**src/common/demod_pkg.sv**
```systemverilog
//**************************************************************************
// Demodulator core shared definitions
//**************************************************************************

package demod_pkg;

  //************************************************************************
  // Widths
  //************************************************************************
  localparam int ADC_W      = 14;
  localparam int SAMPLE_W   = 18;
  localparam int DAC_W      = 14;
  localparam int SAMPLE_PAD = 4;   // Zero bits below the ADC word
  localparam int BUS_W      = 16;
  localparam int REG_W      = 32;
  localparam int ADDR_W     = 12;  // Bit 0 always zero

  //************************************************************************
  // Address map
  //************************************************************************
  localparam logic [ADDR_W-1:0] MISC_BASE = 12'hFE0;
  localparam int MISC_DEC_LSB = 4;  // Space decoded on bits 11:4
  localparam int MISC_REG_LSB = 2;  // Register offset on bits 3:2

  // Firmware version, upper half of the version register
  localparam logic [BUS_W-1:0] VER_NUMBER = 16'h006d;

  // Core reset lasts RESET_STRETCH+1 cycles
  localparam int RESET_STRETCH = 5;
  localparam int RST_CNT_W = $clog2(RESET_STRETCH + 1);
  localparam logic [RST_CNT_W-1:0] RST_CNT_LOAD = RST_CNT_W'(RESET_STRETCH);

  // Offset binary zero
  localparam logic [DAC_W-1:0] DAC_MIDSCALE = 14'h2000;

  //************************************************************************
  // Types
  //************************************************************************
  typedef enum logic {
    SPACE_NONE = 1'b0,
    SPACE_MISC = 1'b1
  } host_space_e;

  // Offsets within the misc space, in 32-bit registers
  typedef enum logic [1:0] {
    MISC_RESET   = 2'd0,
    MISC_VERSION = 2'd1,
    MISC_CLOCK   = 2'd2
  } misc_reg_e;

  typedef logic signed [SAMPLE_W-1:0] sample_t;
  typedef logic [DAC_W-1:0] dac_word_t;

  // Decoded processor bus request
  typedef struct packed {
    host_space_e space;     // Selected space, chip select included
    misc_reg_e   reg_sel;
    logic        hi_half;   // Upper 16 bits of the register
    logic        rd;        // Read level
    logic        wr_stb;    // Write strobe, one cycle
    logic        sel_rise;  // Start of a misc access, one cycle
  } host_req_t;

endpackage

```
**src/logic/host_decode.sv**
```systemverilog
//**************************************************************************
// Processor bus decode
//**************************************************************************

`timescale 1ns/1ps

module host_decode (
  input  logic                              ck933,
  input  logic                              clockCounterEn,
  input  logic                              cs_n_i,
  input  logic                              rd_n_i,
  input  logic                              we_n_i,
  input  logic [demod_pkg::ADDR_W-1:1]      addr_i,
  output demod_pkg::host_req_t              req_o
);

  logic                         cs_n_q;
  logic                         rd_n_q;
  logic                         we_n_q;
  logic                         we_n_qq;   // Previous we_n_q for edge detect
  logic [demod_pkg::ADDR_W-1:1] addr_q;
  logic                         misc_hit;
  logic                         misc_sel;
  logic                         misc_sel_q;

  // Bus pins registered once, strobes idle high
  always_ff @(posedge ck933 or posedge clockCounterEn) begin
    if (clockCounterEn) begin
      cs_n_q     <= 1'b1;
      rd_n_q     <= 1'b1;
      we_n_q     <= 1'b1;
      we_n_qq    <= 1'b1;
      misc_sel_q <= 1'b0;
    end else begin
      cs_n_q     <= cs_n_i;
      rd_n_q     <= rd_n_i;
      we_n_q     <= we_n_i;
      we_n_qq    <= we_n_q;
      misc_sel_q <= misc_sel;
    end
  end

  always_ff @(posedge ck933) begin
    addr_q <= addr_i;
  end

  assign misc_hit = (addr_q[demod_pkg::ADDR_W-1:demod_pkg::MISC_DEC_LSB] ==
                     demod_pkg::MISC_BASE[demod_pkg::ADDR_W-1:demod_pkg::MISC_DEC_LSB]);
  assign misc_sel = ~cs_n_q & misc_hit;

  always_comb begin
    req_o.space    = misc_sel ? demod_pkg::SPACE_MISC : demod_pkg::SPACE_NONE;
    req_o.reg_sel  = demod_pkg::misc_reg_e'(addr_q[demod_pkg::MISC_REG_LSB +: 2]);
    req_o.hi_half  = addr_q[1];
    req_o.rd       = misc_sel & ~rd_n_q;
    req_o.wr_stb   = we_n_q & ~we_n_qq & ~cs_n_q;  // Rising edge of we_n
    req_o.sel_rise = misc_sel & ~misc_sel_q;
  end

endmodule

```
**src/misc/misc_regs.sv**
```systemverilog
//**************************************************************************
// Misc register space
//**************************************************************************

`timescale 1ns/1ps

module misc_regs (
  input  logic                          ck933,
  input  logic                          clockCounterEn,
  input  demod_pkg::host_req_t          req_i,
  output logic [demod_pkg::BUS_W-1:0]   rd_data_o,
  output logic                          rst_req_o
);

  logic [demod_pkg::REG_W-1:0] clock_count;
  logic [demod_pkg::REG_W-1:0] clock_hold;
  logic [demod_pkg::REG_W-1:0] reg_value;
  logic                        misc_acc;
  logic                        clock_clr;
  logic                        rd_q;

  assign misc_acc = (req_i.space == demod_pkg::SPACE_MISC);

  // Host write to the clock register restarts the count
  assign clock_clr = req_i.wr_stb & misc_acc &
                     (req_i.reg_sel == demod_pkg::MISC_CLOCK);

  //************************************************************************
  // Clock cycle counter
  //************************************************************************

  always_ff @(posedge ck933 or posedge clockCounterEn) begin
    if (clockCounterEn) begin
      clock_count <= '0;
      clock_hold  <= '0;
    end else begin
      if (clock_clr) begin
        clock_count <= '0;
      end else begin
        clock_count <= clock_count + 1'b1;  // Free running, wraps
      end
      // Snapshot taken as a misc access begins
      if (req_i.sel_rise) begin
        clock_hold <= clock_count;
      end
    end
  end

  //************************************************************************
  // Soft reset request
  //************************************************************************

  always_ff @(posedge ck933 or posedge clockCounterEn) begin
    if (clockCounterEn) begin
      rd_q <= 1'b0;
    end else begin
      rd_q <= req_i.rd;
    end
  end

  // One pulse per new read of the reset register
  assign rst_req_o = req_i.rd & ~rd_q &
                     (req_i.reg_sel == demod_pkg::MISC_RESET);

  //************************************************************************
  // Read data
  //************************************************************************

  always_comb begin
    reg_value = '0;
    if (misc_acc) begin
      case (req_i.reg_sel)
        demod_pkg::MISC_VERSION: begin
          reg_value = {demod_pkg::VER_NUMBER, {demod_pkg::BUS_W{1'b0}}};
        end
        demod_pkg::MISC_CLOCK: begin
          reg_value = clock_hold;
        end
        default: begin
          reg_value = '0;                 // Reset reg and unused offset
        end
      endcase
    end
  end

  // Half select by address bit 1
  assign rd_data_o = req_i.hi_half ? reg_value[demod_pkg::REG_W-1:demod_pkg::BUS_W]
                                   : reg_value[demod_pkg::BUS_W-1:0];

endmodule

```
**src/misc/soft_reset.sv**
```systemverilog
//**************************************************************************
// Core reset stretcher
//**************************************************************************

`timescale 1ns/1ps

module soft_reset (
  input  logic ck933,
  input  logic clockCounterEn,
  input  logic rst_req_i,
  output logic core_rst_o
);

  logic                            req_s0;
  logic                            req_s1;
  logic [demod_pkg::RST_CNT_W-1:0] stretch_cnt;

  // Request chain then down-counter
  always_ff @(posedge ck933 or posedge clockCounterEn) begin
    if (clockCounterEn) begin
      req_s0      <= 1'b0;
      req_s1      <= 1'b0;
      stretch_cnt <= '0;
    end else begin
      req_s0 <= rst_req_i;
      req_s1 <= req_s0;
      if (req_s1) begin
        stretch_cnt <= demod_pkg::RST_CNT_LOAD;  // Retrigger extends
      end else if (stretch_cnt != '0) begin
        stretch_cnt <= stretch_cnt - 1'b1;
      end
    end
  end

  // High from the second flop until the count empties
  assign core_rst_o = req_s1 | (stretch_cnt != '0);

endmodule

```
**src/logic/dac_path.sv**
```systemverilog
//**************************************************************************
// ADC capture and DAC format pipeline
//**************************************************************************

`timescale 1ns/1ps

module dac_path (
  input  logic                         ck933,
  input  logic                         clockCounterEn,
  input  logic                         core_rst_i,
  input  logic [demod_pkg::ADC_W-1:0]  adc_d_i,
  output demod_pkg::dac_word_t         dac_d_o
);

  demod_pkg::sample_t   adc_sample;  // Stage one
  demod_pkg::dac_word_t dac_next;

  //************************************************************************
  // Stage one, ADC reclock
  //************************************************************************

  // Word sits at the top of the sample
  always_ff @(posedge ck933) begin
    adc_sample <= {adc_d_i, {demod_pkg::SAMPLE_PAD{1'b0}}};
  end

  //************************************************************************
  // Stage two, DAC format
  //************************************************************************

  // Upper bits, two's complement to offset binary
  assign dac_next = {~adc_sample[demod_pkg::SAMPLE_W-1],
                     adc_sample[demod_pkg::SAMPLE_W-2 -: demod_pkg::DAC_W-1]};

  always_ff @(posedge ck933 or posedge clockCounterEn) begin
    if (clockCounterEn) begin
      dac_d_o <= demod_pkg::DAC_MIDSCALE;
    end else if (core_rst_i) begin
      dac_d_o <= demod_pkg::DAC_MIDSCALE;   // Quiet output while in reset
    end else begin
      dac_d_o <= dac_next;
    end
  end

endmodule

```
**src/logic/demod_top.sv**
```systemverilog
//**************************************************************************
// Demodulator host core and DAC loopback
//**************************************************************************

`timescale 1ns/1ps

module demod_top (
  input  logic                         ck933,
  input  logic                         clockCounterEn,
  input  logic                         cs_n_i,
  input  logic                         rd_n_i,
  input  logic                         we_n_i,
  input  logic [demod_pkg::ADDR_W-1:1] addr_i,
  input  logic [demod_pkg::ADC_W-1:0]  adc_d_i,
  output logic [demod_pkg::BUS_W-1:0]  data_o,
  output logic                         data_oe_o,
  output demod_pkg::dac_word_t         dac_d_o,
  output logic                         dac_rst_o
);

  demod_pkg::host_req_t        host_req;
  logic [demod_pkg::BUS_W-1:0] misc_rd_data;
  logic                        rst_req;
  logic                        core_rst;

  //************************************************************************
  // Host interface
  //************************************************************************

  host_decode u_host_decode (
    .ck933          (ck933),
    .clockCounterEn (clockCounterEn),
    .cs_n_i         (cs_n_i),
    .rd_n_i         (rd_n_i),
    .we_n_i         (we_n_i),
    .addr_i         (addr_i),
    .req_o          (host_req)
  );

  misc_regs u_misc_regs (
    .ck933          (ck933),
    .clockCounterEn (clockCounterEn),
    .req_i          (host_req),
    .rd_data_o      (misc_rd_data),
    .rst_req_o      (rst_req)
  );

  soft_reset u_soft_reset (
    .ck933          (ck933),
    .clockCounterEn (clockCounterEn),
    .rst_req_i      (rst_req),
    .core_rst_o     (core_rst)
  );

  // Bus driven straight from the pins
  assign data_oe_o = ~cs_n_i & ~rd_n_i;
  assign data_o    = (host_req.space == demod_pkg::SPACE_MISC) ? misc_rd_data : '0;

  //************************************************************************
  // Sample loopback
  //************************************************************************

  dac_path u_dac_path (
    .ck933          (ck933),
    .clockCounterEn (clockCounterEn),
    .core_rst_i     (core_rst),
    .adc_d_i        (adc_d_i),
    .dac_d_o        (dac_d_o)
  );

  assign dac_rst_o = core_rst;  // DAC held in reset with the core

endmodule

```
**config.mk**
```make
export PLATFORM = sky130hd
export DESIGN_NAME = demod_top
export DESIGN_NICKNAME = d
export VERILOG_FILES = /design/src/common/demod_pkg.sv /design/src/logic/host_decode.sv /design/src/misc/misc_regs.sv /design/src/misc/soft_reset.sv /design/src/logic/dac_path.sv /design/src/logic/demod_top.sv
export SDC_FILE = /design/constraint.sdc
export NUM_CORES = 1
export LEC_CHECK = 0
export BUFFER_PORTS_ARGS = -buffer_cell sky130_fd_sc_hd__buf_4
export CORE_MARGIN = 1
export CORE_UTILIZATION = 49
export CTS_CLUSTER_SIZE = 20
export DETAILED_ROUTE_END_ITERATION = 10
export PLACE_DENSITY_LB_ADDON = 0.3
export SYNTH_ARGS = -nofsm -noshare
export SYNTH_HDL_FRONTEND = slang
export SYNTH_SLANG_ARGS = --single-unit
```
**constraint.sdc**
```tcl
create_clock -name ck933 -period 2.8 [get_ports ck933]
set_input_delay 0.28 -clock ck933 [delete_from_list [all_inputs] [get_ports ck933]]
set_output_delay 0.28 -clock ck933 [all_outputs]
set_load 0.02 [all_outputs]
```
==> metrics.cfg <==
[sta]
max_slew_margin_pct=26.5
fin_worst_skew_ns=0.00876
period_minus_slack_ns=2.33
clock.fmax_mhz=429
tightest_slew_ns=1.09
fin_crit_sh_pct=83.3
whs_ns=0.349
rsz0062_at_grt=false
finalSetupTns_ns=0
report.final.slew_viol_count=0
setup_viol=0
hold_viol_final=0

[clock_network]
root_buffer=clkbuf_8
numCtsBuffers=17
numClockSinks=114
hold_buffers=29
max-clock-path-buffers=2
cts_resized=0
clk_pin_slew_ns=0.06
h-tree-depth=4
insertion_delay_ns=0.52
cts_tree=done
cts_setup_buffers=0

[final_layout]
layout.nets=531
design_area_mm2=0.00605
syn_to_final_growth_pct=31.6
final_cells=616
drive_gt1_share_pct=28.7
post-route-util_pct=68.1
antenna_cells=0

[synth]
synthFlopType=dfrtp_1
synth_common_cells=84 x dfrtp_1, 32 x mux2_2, 28 x nor2_1, 25 x dfxtp_1, 24 x a21oi_1
synth_top_area_share_pct=45.7
synth_mux_area_share_pct=10.2
async_reset_ff_share_pct=78.1
yosys.cell_count.top_type=dfrtp_1
synth_compound_area_share_pct=6.39
synth_nets=433
synthTopCellsByArea=dfrtp_1 46%, dfxtp_1 11%, mux2_2 7.8%, dfstp_2 2.9%, a21oi_1 2.6%
synth-simple-area-share_pct=17.0
synth_fa_ha_area_share_pct=1.63
yosysWarningCount=0
netlist_area_mm2=0.00460
ys_types=47
yosysSeqAreaShare_pct=59.4
syn_avg_cell_area_um2=11.6
synth_top_family_by_area=simple AND/OR/NAND/NOR gates
synth_xor_area_share_pct=2.09
synth_area_leader_cell=dfrtp_1
synth_edf_count=0
ys_ff_latch=114
syn_inst=397

[power]
ir_worst_vdd_mv=0.366
p_leak_uw=0.00276
powerDensity_mw_per_mm2=736

[global_routing]
antenna_found_initial=0
grt.overflow.total=0
grt_pass1_vias=3374
grt_pass1_wl_um=16500
grt_usage_pct=22.5
grt_max_degree=90

[setup_path]
path_delay_family=flip-flops
cp-startpoint=u_host_decode.addr_q[1]
cp_max_fo=17
cpPeakStageDelay_ns=0.79
crit_top_cell=buf_4
path_cells=buf_4, mux2i_1, nor2_1, buf_4
end_kind=output pin
r2r-start=u_misc_regs.clock_count[11]
worstPathArrival_ns=2.05
cp.required_ns=2.52
path_buf_inv=2
crit_type=reg -> out
worstSetupStartpointType=flop
slowest_stage=dfxtp_1

[hold_path]
hp-class=reg -> reg
hold_start=u_dac_path.adc_sample[17]

[run]
cap_violations=0

[die]
io_pins=62
die_h_um=98.9
die_area_mm2=0.00978
core-area_mm2=0.00889
std_cell_rows=34
die_x_um=98.9
start_util_pct=51.7

[detailed_routing]
viasPerCell=5.45
dr.pass1.iters=4
routed_wl_um=10100
wl_per_cell_um=16.4
antenna_left=0
vias=3359
drt_iter0_markers=210
drc=0

[place]
port_buffers=61
dp_hpwl_um=6260
dp.cells=555
place_area_mm2=0.00518
place.gp.congestion=0.861

[run_status]
status=finished, final reports clean

## placed cells by master, fill, tap and decap left out, types with 3 or more instances in the layout
master	instances
a21oi_1	24
mux2i_1	11
clkbuf_16	17
o21ai_0	18
xnor2_1	8
nor3_1	5
mux2_2	32
nand4_1	10
nand3_1	15
and4_1	7
nor4_1	3
and2_1	15
clkinv_4	4
or3_1	15
dfstp_2	5
nand2_1	15
inv_1	17
nand2b_1	3
o41ai_1	3
inv_6	5
xor2_1	3
ha_1	6
nand3_2	3
dlygate4sd3_1	29
nor2_1	27
dfrtp_1	84
buf_4	66
dfxtp_1	25
## worst reg2reg max path, stage by stage (launching register included)
cell and delay, ns:
dfrtp_1 0.46, nand4_1 0.29, nor4b_1 1.01, a31o_2 0.30, a21oi_1 0.06
## path summary, 6_finish.rpt
check                                              end  slack, ns  cells past startpoint
setup reg to reg           u_misc_regs.clock_count[24]       0.56                      4
setup / recovery                            data_o[11]       0.47                      4
max in group asynchronous        u_host_decode.we_n_qq       2.01                      4
hold / removal                  u_dac_path.dac_d_o[13]       0.35                      1
hold reg to reg                 u_dac_path.dac_d_o[13]       0.35                      1
min in group asynchronous    u_misc_regs.clock_hold[7]       0.43                      4
## registers in the layout, summed over array words and instances (netlist names)
name                      cells
u_dac_path.adc_sample        14
u_dac_path.dac_d_o           14
u_host_decode.addr_q         11
u_host_decode.cs_n_q          1
u_host_decode.misc_sel_q      1
u_host_decode.rd_n_q          1
u_host_decode.we_n_q          1
u_host_decode.we_n_qq         1
u_misc_regs.clock_count      32
u_misc_regs.clock_hold       32
u_misc_regs.rd_q              1
u_soft_reset.req_s0           1
u_soft_reset.req_s1           1
u_soft_reset.stretch_cnt      3
## metrics by stage
| step | setup WS [ns] | power [µW] |
|---|---|---|
| after floorplan | 0.221 | 2180 |
| after global placement | 0.704 | 2350 |
| after detailed placement | 0.658 | 2370 |
| after CTS | 0.420 | 4490 |
| after global routing | 0.295 | 4630 |
| final | 0.468 | 4450 |
## power breakdown
| part | total, µW | internal (µW) | switching [µW] |
|---|---|---|---|
| Combinational | 489 | 236 | 253 |
| Clock | 2080 | 1260 | 821 |
| Sequential | 1890 | 1780 | 107 |
## routing by layer
layer / vias to the layer above / wire length (µm) / track usage (%)
met5: - / 0 / 0
met4: 0 / 131 / 8.50
met3: 14 / 537 / 7.23
met2: 94 / 5050 / 35.8
met1: 1643 / 4370 / 28.7
li1: 1608 / - / -
## logic make-up after synthesis
family,count (synthesis)
AND/OR/NAND/NOR,136
flip-flops,114
AO/OA/AOI/OAI,52
multiplexers,43
buffers and inverters,35
XOR/XNOR,11
adder cells (fa/ha/maj),6
## cell type report
class                           instances  area (µm²)
Tap cell                              108         135
Clock buffer                           18         439
Timing Repair Buffer                   96         806
Multi-Input combinational cell        248        1730
Inverter                               18        68.8
Sequential cell                       114        2730
Clock inverter                         14         144
Fill cell                             650        2840
No activity file was read; power rests on OpenSTA's default activity.
